$ cat src/video_pkg.sv
// video geometry shared by the beam timer, mixer and top level
// counter widths, rgb width and default raster timing

package video_pkg;

    // beam counter widths
    localparam int hcnt_w = 9;
    localparam int vcnt_w = 9;

    // 5:5:5 colour out of the mixer
    localparam int rgb_w = 15;

    // raster in pixels per line and lines per frame
    localparam int def_h_total = 384;
    localparam int def_v_total = 262;

    // active window
    localparam int def_h_start = 16;  // first visible pixel
    localparam int def_h_end   = 336; // one past last visible pixel
    localparam int def_v_start = 16;
    localparam int def_v_end   = 240;

    // 320x224 visible area with the defaults

endpackage

$ cat src/video_timer.sv
// video timer for the tilemap subsystem
// pixel clock enables, beam counters and blanking flags
`timescale 1ns/1ps

module video_timer
    import video_pkg::*;
#(
    parameter int h_total = def_h_total,
    parameter int v_total = def_v_total,
    parameter int h_start = def_h_start,
    parameter int h_end   = def_h_end,
    parameter int v_start = def_v_start,
    parameter int v_end   = def_v_end
) (
    input  logic              clk,
    input  logic              rst,
    output logic              pxl2_cen, // every second clk
    output logic              pxl_cen,  // every fourth clk
    output logic [hcnt_w-1:0] hdump,
    output logic [vcnt_w-1:0] vdump,
    output logic              hblank,
    output logic              vblank
);

    logic [1:0]        ph;     // clock phase within a pixel
    logic [hcnt_w-1:0] h_nxt;
    logic [vcnt_w-1:0] v_nxt;
    logic              h_wrap;
    logic              v_wrap;

    // clock divider
    always_ff @(posedge clk, posedge rst) begin
        if (rst) begin
            ph       <= 2'd0;
            pxl2_cen <= 1'b0;
            pxl_cen  <= 1'b0;
        end else begin
            ph       <= ph + 2'd1;
            pxl2_cen <= ph[0];
            pxl_cen  <= (ph == 2'd3); // coincides with pxl2_cen
        end
    end

    assign h_wrap = (hdump == hcnt_w'(h_total - 1));
    assign v_wrap = (vdump == vcnt_w'(v_total - 1));

    // next beam position, only taken at pxl_cen
    assign h_nxt = h_wrap ? '0 : hdump + 1'b1;
    always_comb begin
        v_nxt = vdump;
        if (h_wrap) begin
            v_nxt = v_wrap ? '0 : vdump + 1'b1;
        end
    end

    // counters and blanks move together so the flags line up with hdump
    always_ff @(posedge clk, posedge rst) begin
        if (rst) begin
            hdump  <= '0;
            vdump  <= '0;
            hblank <= 1'b1;
            vblank <= 1'b1;
        end else if (pxl_cen) begin
            hdump  <= h_nxt;
            vdump  <= v_nxt;
            hblank <= !(h_nxt >= hcnt_w'(h_start) && h_nxt < hcnt_w'(h_end));
            vblank <= !(v_nxt >= vcnt_w'(v_start) && v_nxt < vcnt_w'(v_end));
        end
    end

endmodule

$ cat config.mk
export PLATFORM = sky130hd
export DESIGN_NAME = video_timer
export DESIGN_NICKNAME = d
export VERILOG_FILES = /design/src/video_pkg.sv /design/src/video_timer.sv
export SDC_FILE = /design/constraint.sdc
export NUM_CORES = 1
export LEC_CHECK = 0
export BUFFER_PORTS_ARGS = -buffer_cell sky130_fd_sc_hd__buf_4
export CAP_MARGIN = 0
export CORE_ASPECT_RATIO = 0.75
export CORE_MARGIN = 2
export CORE_UTILIZATION = 55
export CTS_CLUSTER_SIZE = 10
export DETAILED_ROUTE_END_ITERATION = 8
export GPL_ROUTABILITY_DRIVEN = 0
export PLACE_DENSITY = 0.79
export REMOVE_ABC_BUFFERS = 1
export SLEW_MARGIN = 20
export SYNTH_ARGS = -nofsm -noshare
export SYNTH_HDL_FRONTEND = slang
export SYNTH_SLANG_ARGS = --single-unit
$ cat constraint.sdc
create_clock -name clk -period 2 [get_ports clk]
set_input_delay 0.4 -clock clk [delete_from_list [all_inputs] [get_ports clk]]
set_output_delay 0.4 -clock clk [all_outputs]
set_load 0.05 [all_outputs]
Word level (Yosys, flattened, before mapping)
Index checks and enable logic that the tools add are counted.
Storage, ports and cells
  input port bits: 2
  flip-flop bits (word level): 24
  output and inout bits: 22
  word-level logic and storage cells: 24
Operators by class
  reductions and logical operators: 4
  magnitude comparators: 4
  eq/ne operators: 3
  multiplexer cells: 3
  add/sub/neg operators: 3
Operators with widths (number)
  two-way mux 9 bit: 3
  adder 9 x 1 -> 9 bit, second input constant: 2
  == test 9 bit, second input constant: 2
  >= comparator 9 x 5 -> 1 bit, second input constant: 2
  less-than comparator 9 x 8 -> 1 bit, second input constant: 1
  less-than comparator 9 bit, second input constant: 1
  adder 2 x 1 -> 2 bit, second input constant: 1
  == test 2 bit, second input constant: 1
  logical AND 1 bit: 2
  zero test 1 bit: 2

Logic depth before layout (Yosys ltp)
Gate-level depths: netlist of the first run.
  depth in word-level cells: 6
  depth in mapped cells: 7
  gate-level depth less buffers: 6

Worst setup path after synthesis of the first run
No wires, ideal clock.
  path type: reg2reg
  from: register hdump[0]
  to: register vblank
  path buffers: 0
  setup time: 89 ps
  path slack: -196 ps
  clock period less this slack: 2196 ps
  data required time: 1911 ps
  data arrival time: 2107 ps
  cell stages (with the launch flop): 7
  cell sequence: dfrtp_1 ha_1 nand4_1 or3_1 o31a_1 o221ai_1 a31oi_1
Between the ends
  word-level cells in the longest chain between the ends: 5
  elaborated cells on any way between the ends: 6
  those cells by class: order compare (2); eq/ne (1); mux (1); reduce/logical (2)
Ends and longest elaborated chain
  start: declaration: RTL line video_timer.sv:19  | output logic [hcnt_w-1:0] hdump,
  start signal: assignment: RTL line video_timer.sv:64  | hdump <= h_nxt;
  == test 9 bit *: RTL line video_timer.sv:44  | assign h_wrap = (hdump == hcnt_w'(h_total - 1));
  two-way mux 9 bit *: RTL line video_timer.sv:51  | if (h_wrap) begin
  >= comparator 9 x 5 -> 1 bit / less-than comparator 9 x 8 -> 1 bit (equally long branches): RTL line video_timer.sv:67  | vblank <= !(v_nxt >= vcnt_w'(v_start) && v_nxt < vcnt_w'(v_end));
  logical AND 1 bit *: RTL line video_timer.sv:67
  zero test 1 bit *: RTL line video_timer.sv:67
  end signal: assignment: RTL line video_timer.sv:67
  end: declaration: RTL line video_timer.sv:22  | output logic vblank
Every way passes the cells marked *; elsewhere a longest branch is shown, timed or not.
A chain may end at the register's enable or synchronous reset.

Final worst setup path of the first run
  from: register hdump[1]
  to: register vblank
Same word-level chain as after synthesis.

==> run summary, run 1 <==
The flow ran to the end, and the final reports show no timing, DRC or antenna violations. The logs give 1720 um2 for the final instance area and 0 ns for the total negative setup slack. TritonCTS built the clock tree. After clock tree synthesis, the clock-pin slew on the worst setup and hold paths is 0.13 ns. At the pin with the least slew margin, the transition time is 0.410 ns. The maximum clock path buffer count is 2, and the post-place setup slack is 0.115 ns. In this run the static leakage power is 0.785 nW. The worst min-delay path class is input pin to asynchronous set/reset pin. The post-CTS setup buffer count was 0.

The largest vdd supply drop is 0.467 mV, and the total number of vias is 1265. The total of buffers placed on input and output ports is 23, and the starting density of the core is 0.564. The CTS buffer count is 3. The layout has 237 filler cells.

The number of stages on the worst setup path was 6. The die covers 3060 um2. The core region is 2560 um2. Setup repair after global routing left no endpoint under its margin. The share of layout cells above drive strength 1 is 0.265, and the number of vias per cell after detailed routing is 5.72. The initial antenna violation count is 0. The tools report the critical path launch point type as a flop. In the final routed layout, each cell accounts on average for 14.2 um. The mapped netlist covers 1450 um2. The number of pins exceeding their max-slew limit in the final report is 0, and the combined global-route utilization of all metal layers is 0.221.

Static timing analysis puts the maximum clock frequency at 540 MHz. The maximum fanout count along the critical path is 5. The total wire length after detailed routing is 3130 um, and the total of endpoints with negative setup slack in the final report is 0. The tools report the maximum clock skew at final layout as 0.00771 ns.

The endpoint identified for the worst register-to-register timing path is vblank. Walking the worst path, the cells encountered are ha_1, nand4_1, or3_1, nor4_1, o221ai_1, a31oi_1. The logs give 0 for the sum of overflow across all layers after global routing and 0.15 ns for the internal reg-to-reg setup slack.

At the end of the flow, the number of nets in the layout was 193. During synthesis, Yosys emitted a total of 0 warnings. Grouping stages by cell kind, the critical path spends the most delay in simple AND/OR/NAND/NOR gates. The total DRC errors in the routed layout is 0. For the via count of the first global-routing pass, the log shows 1143. The slowest cell on the critical path is sky130_fd_sc_hd__or3_1. The area growth from synthesis to layout is 19.2%.

Async set or reset register ratio after synthesis: 1.00. The setup path with the least slack is of type flop to flop. The average cell area after synthesis is 9.15 um2. Counting cells, the worst reg-to-reg path comes to 6. For this design the ratio of total power to cell area is 435 nW/um2. In this run the vertical extent of the chip is 48.4 um. For this run, the slowest stage of the critical path takes 0.44 ns.

The smallest clock period supported by the final layout is computed as 1.85 ns. The pin count of the biggest net entering global routing came out at 25. The number of different library cells used by synthesis comes to 45. The biggest area contributor in the post-synthesis netlist is sky130_fd_sc_hd__dfrtp_1. The tools report the number of detailed-routing iterations run before antenna repair as 4.

Clock latency on the worst-skew pair, taken at its later pin, is 0.32 ns. The logs give 1690 um2 for the post-detailed-placement cell area and 16 for the number of placement rows. The register bit total from synthesis was 24. Combined flip-flop and latch cell area: 604 um2. Summing all multi-input logic gate instances after layout gives 763 um2. The final period utilization was 0.925.

The most used flip-flop cell after synthesis is sky130_fd_sc_hd__dfrtp_1. The wire-length estimate of the detail-placed layout is 2260 um. The maximum level of the CTS H-tree is 1, and the number of antenna repair diodes is 0. The cell sitting at the root of the clock tree is a sky130_fd_sc_hd__clkbuf_4. Post-detailed-route count of antenna-violating nets: 0. STA puts the critical path data arrival time at 2.10 ns. The required time of the critical path is 2.25 ns, and the number of standard cells after synthesis is 158.

The number of clock sinks was 24; the count of flip-flops with a built-in enable after synthesis was 0. After the first detailed-routing iteration, the DRC count stood at 81. Setup slack on the critical path of the routed design comes to 0.149 ns. The number of max-cap violations is 0. After synthesis, the cell types taking the most area are sky130_fd_sc_hd__dfrtp_1 (38%), sky130_fd_sc_hd__ha_1 (4.3%), sky130_fd_sc_hd__mux2_2 (3.9%). From left edge to right edge, the die measures 63.2 um.

The first global-routing pass estimated 5420 um of wire. The relative slew slack is 0.720. Boundary pin count: 24.

The worst register-to-register path begins at hdump[1]. The sequential area share after synthesis was 0.417; the share of the synthesized area in the top cell type was 0.381. STA classifies the critical path endpoint as a flop.

The count of buffer and inverter cells on the critical path came out at 0. For the count of endpoints failing hold in the final timing report, the log shows 0.
-- power breakdown --
part	total, mW	leakage [nW]	internal (mW)	switching, mW
Clock	0.252	0.0210	0.111	0.141
Combinational	0.0122	0.451	0.00267	0.00949
Sequential	0.485	0.313	0.485	0
-- cells by family (layout without fill, tap and decap cells) --
family	Yosys count	after routing	share of synthesized area
xor+xnor	8	8	0.0485
buf+inv	17	44	0.0545
flops	24	24	0.417
simple gates	64	64	0.233
compound gates	35	35	0.165
mux	5	5	0.0390
fa+ha+maj	5	5	0.0433
-- layer usage --
layer  track usage  vias to the layer above  part of all wire  wire (um)
met4        0.0435                        0            0.0067         21
met3        0.0419                        4             0.051        160
met2         0.332                       36              0.44       1380
met1         0.336                      592              0.50       1570
li1              -                      633                 -          -
met5             0                        -                 0          0
-- synth_stat cells (2+ instances only) --
master and instances:
sky130_fd_sc_hd__xnor2_1 4, sky130_fd_sc_hd__buf_2 3, sky130_fd_sc_hd__xor2_1 4, sky130_fd_sc_hd__o21ai_1 4, sky130_fd_sc_hd__a21oi_1 4, sky130_fd_sc_hd__nand2_1 14, sky130_fd_sc_hd__nand4_1 4, sky130_fd_sc_hd__and3_1 4
sky130_fd_sc_hd__nor2b_1 2, sky130_fd_sc_hd__ha_1 5, sky130_fd_sc_hd__inv_1 7, sky130_fd_sc_hd__or3_1 3, sky130_fd_sc_hd__o31ai_1 3, sky130_fd_sc_hd__o31a_1 2, sky130_fd_sc_hd__dfstp_2 2, sky130_fd_sc_hd__clkbuf_1 5
sky130_fd_sc_hd__nand3_1 8, sky130_fd_sc_hd__o21ai_0 9, sky130_fd_sc_hd__nor3_1 7, sky130_fd_sc_hd__dfrtp_1 22, sky130_fd_sc_hd__nor2_1 11, sky130_fd_sc_hd__and4_1 2, sky130_fd_sc_hd__nor4_1 2, sky130_fd_sc_hd__o221ai_1 2
sky130_fd_sc_hd__mux2_2 5
-- cell usage in the layout, fill, tap and decap left out, types with 2 or more instances in the layout --
master                     instances
sky130_fd_sc_hd__dfstp_2           2
sky130_fd_sc_hd__nor2_1           11
sky130_fd_sc_hd__clkbuf_4          3
sky130_fd_sc_hd__nor3_1            7
sky130_fd_sc_hd__xnor2_1           4
sky130_fd_sc_hd__a21oi_1           4
sky130_fd_sc_hd__nor4_1            2
sky130_fd_sc_hd__or3_1             3
sky130_fd_sc_hd__ha_1              5
sky130_fd_sc_hd__and3_1            4
sky130_fd_sc_hd__buf_4            33
sky130_fd_sc_hd__o31ai_1           3
sky130_fd_sc_hd__o21ai_0           9
sky130_fd_sc_hd__o31a_1            2
sky130_fd_sc_hd__xor2_1            4
sky130_fd_sc_hd__inv_1             7
sky130_fd_sc_hd__and4_1            2
sky130_fd_sc_hd__dfrtp_1          21
sky130_fd_sc_hd__o221ai_1          2
sky130_fd_sc_hd__o21ai_1           4
sky130_fd_sc_hd__nand2_1          14
sky130_fd_sc_hd__nand4_1           4
sky130_fd_sc_hd__mux2_2            5
sky130_fd_sc_hd__nand3_1           8
sky130_fd_sc_hd__nor2b_1           2
-- state kept, by name, indices dropped and copies added (netlist names) --
name,cells
hblank,1
hdump,9
ph,2
pxl2_cen,1
pxl_cen,1
vblank,1
vdump,9
-- how the worst max path moves through the flow --
stage,startpoint,endpoint,slack (ns)
after floorplan,hdump[0],hblank,-0.56
after global placement,hdump[4],hblank,0.19
after detailed placement,hdump[4],hblank,0.12
after CTS,hdump[4],hblank,0.09
after global routing,hdump[0],vdump[3],0.03
final,hdump[1],vblank,0.15
-- final cells by class --
cell class	count	share of cell area
Inverter	7	0.0153
Clock buffer	4	0.0211
Sequential cell	24	0.351
Multi-Input combinational cell	117	0.443
Timing Repair Buffer	33	0.144
Tap cell	36	0.0261
-- timing repair --
| item | in CTS | in global routing |
|---|---|---|
| hold endpoints to repair | 0 | 0 |
| hold buffers | 0 | 0 |
| resized for setup | 0 | 1 |
| endpoints found under the setup margin | 0 | 4 |
-- metrics by stage --
| step | cells | power, mW | hold slack, ns | utilization |
|---|---|---|---|---|
| 2_1_floorplan | 148 | 0.502 | 0.380 | - |
| 5_1_grt | 221 | 0.781 | 0.124 | 0.672 |
| 3_5_place_dp | 217 | 0.507 | 0.403 | 0.658 |
| 6_report | 221 | 0.749 | 0.110 | 0.672 |
| 4_1_cts | 221 | 0.762 | 0.103 | 0.672 |
| 3_3_place_gp | 217 | 0.507 | 0.391 | 0.658 |
-- tightest hold or removal path: cells and delay by family --
family,cells,cell delay (ns)
buf+inv,3,0.44
(Power assumes the default switching activity.)
==> run 2, diff against run 1 <==
- PLACE_DENSITY: 0.79 -> 0.78
==> run 2 against run 1 <==
  * Combinational power down 5%
  * Critical path type unchanged
  * Utilization up 1.8 points
  * Total power up 12%
  * Non-clock buffer count up 4
  * Cell count up 1.8%
  * Flip-flop and latch count unchanged
  * Global-route usage about the same
==> run summary, run 2 (same netlist as run 1, synthesis figures left out) <==
The run finished with clean final reports. For the total DRC errors in the routed layout, the log shows 0 (unchanged). Relative to the synthesized area, the layout overhead comes to 22.3%.

The final critical-path setup slack is 0.108 ns (-0.0414 ns), and the transition time at the pin with the least slew margin is 0.397 ns (-0.0129 ns). The run gives 0.014 (-0.002) as the power share of the combinational group. The share of layout cells above drive strength 1 works out to 0.280 (+0.0156). The number of vias per cell after detailed routing works out to 5.79 (+1.1%). The tightest min-delay check is of the input pin to asynchronous set/reset pin type. The logs give 5420 um (unchanged) for the wire length of the first global-routing pass and 0 (unchanged) for the number of antenna repair diodes. The clock edge transition at the registers on the reported setup and hold paths was 0.12 ns (about the same); the switching share of power was 0.175 (-0.0256). The tree is rooted in a sky130_fd_sc_hd__clkbuf_4. The final period utilization was 0.946 (+0.0207).

The design internal power came out at 691 uW (+15%). The die extent in x is 63.2 um (unchanged), and the total negative setup slack is 0 ns (unchanged). The tools report the post-place setup slack as 0.109 ns (-0.00559 ns). The number of max-cap violations is 0 (unchanged), and the sum of overflow across all layers after global routing is 0 (unchanged).

Most common cell after layout, fill and taps aside: sky130_fd_sc_hd__buf_4. The number of fillers in the final layout is 228 (-3.8%), and the count of endpoints failing hold in the final timing report is 0 (unchanged). The via count of the first global-routing pass was 1134 (-0.79%).

The tools report the total number of vias as 1302 (+2.9%). The tools report the placed cell count as 218 (+0.46%). The top cell types in the final layout, fill and taps aside, are sky130_fd_sc_hd__buf_4 (36), sky130_fd_sc_hd__dfrtp_1 (21), sky130_fd_sc_hd__nand2_1 (14). Maximum fanout count along the critical path: 8 (+3). Area of the placeable core: 2560 um2 (unchanged). The worst setup path is captured at a flop. The net load switching power came out at 146 uW (-2.6%). The setup path with the least slack is of type flop to flop. The maximum level of the CTS H-tree came out at 1 (unchanged). Boundary pin count: 24 (unchanged). The tools report the maximum clock skew at final layout as 0.00229 ns (-0.00543 ns). For the proportion of power drawn by flip-flops and latches, the log shows 0.580 (-0.068). The number of non-filler instances in the completed layout came out at 225 (+1.8%). The pin count of the biggest net entering global routing is 25 (unchanged). The logs give 0.31 ns (about the same) for the source-to-sink clock delay at the later pin of the worst-skew pair and 197 (+2.1%) for the number of nets in the layout.

The tools report the maximum clock path buffer count as 2 (unchanged). The logs give 16 (unchanged) for the number of placement rows and 1770 um2 (+2.6%) for the final instance area. The number of detailed-routing iterations run before antenna repair came out at 4 (unchanged). Starting density of the core: 0.564 (unchanged). The tools report the half-perimeter wire length after detailed placement as 2270 um (+0.16%). The minimum clock period after layout was 1.89 ns (+0.0414 ns).

The post-detailed-placement cell area was 1690 um2 (+0.45%). The tools report the sum of internal, switching and leakage power as 837 uW (+12%). The tools report the critical path launch point type as a flop.

The arrival time of the worst setup path is 2.11 ns (about the same). The leakage power was 0.808 nW (+2.9%). The y dimension of the die is 48.4 um (unchanged), and the combined global-route utilization of all metal layers is 0.221 (+0.000223).

For the area of the die, the log shows 3060 um2 (unchanged). The largest registers in the layout are hdump (9), vdump (9), ph (2). The total of buffers placed on input and output ports works out to 23 (unchanged). For the final core area utilization, the log shows 0.690 (+0.0176).

The total of endpoints with negative setup slack in the final report was 0 (unchanged). The post-detailed-route count of antenna-violating nets was 0 (unchanged); the average wire length per cell after detail routing was 14.1 um (-0.55%). For the required time of the critical path, the log shows 2.22 ns (-0.03 ns). TritonCTS built the clock tree. For the relative contribution of the clock network to total power, the log shows 0.406 (+0.070). The tools report the worst hold slack across all endpoints as 0.109 ns (-0.00160 ns).

The number of pins exceeding their max-slew limit in the final report is 0 (unchanged), and the first-iteration detailed-routing DRC count is 45 (-44%). The maximum clock rate is 529 MHz (-2.2%), and the relative slew slack is 0.735 (+0.0149). The tools report the number of clock sinks as 24 (unchanged).

The largest vdd supply drop is 0.450 mV (-3.6%). The initial antenna violation count was 0 (unchanged); the CTS buffer count was 3 (unchanged). The total wire length after detailed routing was 3170 um (+1.2%); the power per cell area was 473 nW/um2 (+8.8%).
run 2: cell count changes in the layout (fill, tap and decap cells not counted):
cell                        before  now
sky130_fd_sc_hd__a2111oi_0       1    0
sky130_fd_sc_hd__a2111oi_1       0    1
sky130_fd_sc_hd__buf_2           0    1
sky130_fd_sc_hd__clkbuf_8        1    0
sky130_fd_sc_hd__buf_4          33   36
sky130_fd_sc_hd__bufinv_16       0    1
run 2: area by class of cell:
cell class | instances | area [um2] | share of cell area
multi-input combinational | 117 | 764 | 0.432
inverter | 7 | 26.3 | 0.0149
clock inverter | 1 | 30.0 | 0.0170
clock buffer | 3 | 22.5 | 0.0127
sequential | 24 | 604 | 0.342
tap | 36 | 45.0 | 0.0255
timing repair buffer | 37 | 275 | 0.156
run 2: worst max-delay path, stage by stage, from the launching register on:
cell	delay, ns
sky130_fd_sc_hd__dfrtp_1	0.37
sky130_fd_sc_hd__ha_1	0.18
sky130_fd_sc_hd__nand4_1	0.15
sky130_fd_sc_hd__or4_4	0.63
sky130_fd_sc_hd__buf_2	0.21
sky130_fd_sc_hd__o31ai_1	0.26
run 2: repair_timing:
| item | 4_1_cts | 5_1_grt |
|---|---|---|
| resized for setup | 0 | 2 |
| setup buffers | 0 | 3 |
| setup endpoints to repair | 0 | 3 |
| hold buffers | 0 | 0 |
run 2: final timing paths:
| check | endpoint | slack [ns] | startpoint | depth (start not counted) |
|---|---|---|---|---|
| min in group clk | pxl2_cen | 0.42 | ph[0] | 0 |
| setup / recovery | vdump[8] | 0.11 | hdump[0] | 5 |
| max in group asynchronous | hblank | 1.61 | rst | 3 |
| hold / removal | vdump[3] | 0.11 | rst | 3 |
| setup reg to reg | vdump[8] | 0.11 | hdump[0] | 5 |
| hold reg to reg | pxl2_cen | 0.42 | ph[0] | 0 |
run 2: per-layer routing:
| layer | up-vias | global-route usage | wire length, um |
|---|---|---|---|
| met2 | 47 | 0.333 | 1460 |
| met5 | - | 0 | 0 |
| met1 | 618 | 0.336 | 1510 |
| li1 | 635 | - | - |
| met3 | 2 | 0.0512 | 183 |
| met4 | 0 | 0.0290 | 14 |
run 2: power by group through the flow:
stage / Clock [mW] / Sequential (mW) / Combinational (mW)
floorplan: 0 / 0.494 / 0.00719
global placement: 0 / 0.494 / 0.0126
detailed placement: 0 / 0.494 / 0.0127
CTS: 0.352 / 0.485 / 0.0127
global route: 0.378 / 0.486 / 0.0145
finish: 0.340 / 0.485 / 0.0116
==> run 3, diff against run 2 <==
- CORE_ASPECT_RATIO: 0.75 -> default
- REMOVE_ABC_BUFFERS: 1 -> default
==> run 3 against run 2 <==
  * Setup slack worse by 0.081 ns
  * Cell count down 3.1%
  * Design area up 0.92%
  * Global-route usage up 0.24 points
  * Total power down 13%
  * Via count up 3.3%
  * Sequential share of layout area up 0.11 points
  * First-iteration DRC count down 36%
  * Largest power group unchanged
  * Worst hold slack about the same
  * Combinational power up 8%
  * Non-clock buffer count down 1
==> run summary, run 3 (same netlist as run 1, synthesis figures left out) <==
The flow ran to the end, and the final reports show no timing, DRC or antenna violations. TritonCTS built the clock tree. The logs give 1261 (+11%) for the via count of the first global-routing pass and 18 (+2) for the number of placement rows.

The share of layout cells above drive strength 1 is 0.335 (+0.0547). The number of clock sinks was 24 (unchanged). The tools report the critical path launch point type as a flop.

The worst setup path is of the flop to flop kind. Sum of overflow across all layers after global routing: 0 (unchanged). The largest stage delay on the critical path is 0.64 ns (about the same). The clock root buffer was sky130_fd_sc_hd__clkbuf_4. The number of detailed-routing iterations run before antenna repair was 4 (unchanged); the number of vias per cell after detailed routing was 6.17 (+6.6%). The average wire length per cell after detail routing was 15.9 um (+13%).

The logs give 0.788 nW (-2.4%) for the leakage power and 0 (unchanged) for the post-detailed-route count of antenna-violating nets. The maximum fanout count along the critical path was 8 (unchanged). Minimum clock period after layout: 1.97 ns (+0.0806 ns).

The power per cell area came out at 407 nW/um2 (-14%). The source-to-sink clock delay at the later pin of the worst-skew pair came out at 0.32 ns (about the same). The largest vdd supply drop is 0.357 mV (-21%).

The logs give 0 (unchanged) for the total DRC errors in the routed layout and 0.704 (-0.0303) for the relative slew slack. The maximum clock rate was 507 MHz (-4.1%). The number of buffers added to fix hold violations after cts is 0 (unchanged). The area of the die was 3050 um2 (-0.13%); the required time of the critical path was 2.25 ns (+0.03 ns). The total of buffers placed on input and output ports is 23 (unchanged), and the post-place setup slack is 0.0586 ns (-0.0509 ns).

The tools report the number of pins exceeding their max-slew limit in the final report as 0 (unchanged). The clock edge transition at the registers on the reported setup and hold paths came out at 0.14 ns (+0.02 ns). The kind of cell with the highest combined delay along the critical path is simple AND/OR/NAND/NOR gates. Y dimension of the die: 55.3 um (+14%). Synthesis produced a netlist with a net count of 165. The tools report the sum of internal, switching and leakage power as 726 uW (-13%). The tools report the combined global-route utilization of all metal layers as 0.223 (+0.00239). The total wire length after detailed routing was 3460 um (+9.2%); the arrival time of the worst setup path was 2.23 ns (+0.12 ns). Total number of vias: 1345 (+3.3%). Walking the worst path, the cells encountered are ha_4, nand4_1, or4_4, buf_6, nor3_2, a21oi_1, o2bb2ai_1. In this run the worst hold path is classified as input pin to asynchronous set/reset pin. The maximum clock path buffer count was 2 (unchanged). Wire length of the first global-routing pass: 5590 um (+3.2%). The die extent in x is 55.3 um (-13%). First-iteration detailed-routing DRC count: 29 (-36%). The run gives 0 (unchanged) as the number of max-cap violations. The number of nets in the layout was 196 (-0.51%).

The most common cell after layout, fill and taps aside was sky130_fd_sc_hd__buf_4. The slowest cell on the critical path was sky130_fd_sc_hd__or4_4. The starting density of the core is 0.583 (+0.0194). The maximum level of the CTS H-tree came out at 1 (unchanged). The half-perimeter wire length after detailed placement is 2250 um (-0.55%), and the CTS buffer count is 3 (unchanged).

The area growth from synthesis to layout is 23.5%. The maximum clock skew at final layout is 0.00455 ns (+0.00227 ns), and the area of the placeable core is 2480 um2 (-3.3%). The number of antenna repair diodes came out at 0 (unchanged). Pin count of the biggest net entering global routing: 25 (unchanged).

Total of endpoints with negative setup slack in the final report: 0 (unchanged). The run gives 0 (unchanged) as the count of endpoints failing hold in the final timing report. The nature of the critical path endpoint was a flop. The top cell types in the final layout, fill and taps aside, are sky130_fd_sc_hd__buf_4 (35), sky130_fd_sc_hd__dfrtp_1 (15), sky130_fd_sc_hd__nand2_1 (14). The boundary pin count is 24 (unchanged), and the number of fillers in the final layout is 184 (-19%). The final critical-path setup slack came out at 0.0273 ns (-0.0806 ns). In the final layout, the registers with the most flip-flops are hdump (9), vdump (9), ph (2).

The transition time at the pin with the least slew margin is 0.442 ns (+0.0453 ns), and the final period utilization is 0.986 (+0.0403). The initial antenna violation count was 0 (unchanged); the count of buffer and inverter cells on the critical path was 1 (unchanged).
run 3: repair_timing:
| action | 4_1_cts | 5_1_grt |
|---|---|---|
| setup buffers | 0 | 6 |
| setup endpoints to repair | 0 | 5 |
| hold endpoints to repair | 0 | 0 |
| resized for setup | 0 | 8 |
run 3: final timing paths:
check                           end  slack [ns]  cells past startpoint      from
setup reg to reg           vdump[3]        0.03                      7  hdump[0]
max in group asynchronous    hblank        1.59                      3       rst
setup / recovery           vdump[3]        0.03                      7  hdump[0]
min in group clk           pxl2_cen        0.44                      0     ph[0]
hold / removal             vdump[6]        0.11                      3       rst
hold reg to reg            pxl2_cen        0.44                      0     ph[0]
run 3: layout make-up:
class                   instances  area (um2)  area share
inverters                       7        26.3      0.0147
flip-flops and latches         24         612       0.343
multi-input cells             117         808       0.453
repair buffers                 36         274       0.154
well taps                      30        37.5      0.0210
clock buffers                   4        26.3      0.0147
run 3: routing by layer:
layer | global-route usage | vias up | share of wire
li1 | - | 629 | -
met1 | 0.279 | 661 | 0.41
met5 | 0 | - | 0
met3 | 0.0328 | 8 | 0.045
met4 | 0.105 | 0 | 0.019
met2 | 0.379 | 47 | 0.53
run 3: power by group:
| group | switching (mW) | total, mW | internal [mW] |
|---|---|---|---|
| Sequential | 0 | 0.485 | 0.485 |
| Combinational | 0.00985 | 0.0125 | 0.00267 |
| Clock | 0.150 | 0.228 | 0.0781 |
| Total | 0.160 | 0.726 | 0.566 |
run 3: worst reg2reg max path: stages (launching register included):
cell	delay, ns
sky130_fd_sc_hd__dfrtp_2	0.46
sky130_fd_sc_hd__ha_4	0.17
sky130_fd_sc_hd__nand4_1	0.15
sky130_fd_sc_hd__or4_4	0.64
sky130_fd_sc_hd__buf_6	0.16
sky130_fd_sc_hd__nor3_2	0.11
sky130_fd_sc_hd__a21oi_1	0.06
sky130_fd_sc_hd__o2bb2ai_1	0.16
run 3: through the flow:
step	hold WS [ns]	instances	utilization	TNS (ns)	area, um2
after floorplan	0.380	158	-	0	1470
after global placement	0.389	208	0.677	0	1680
after detailed placement	0.407	208	0.677	0	1680
after CTS	0.117	212	0.687	0	1700
after global routing	0.129	218	0.720	-0.0702	1780
final	0.109	218	0.720	0	1780
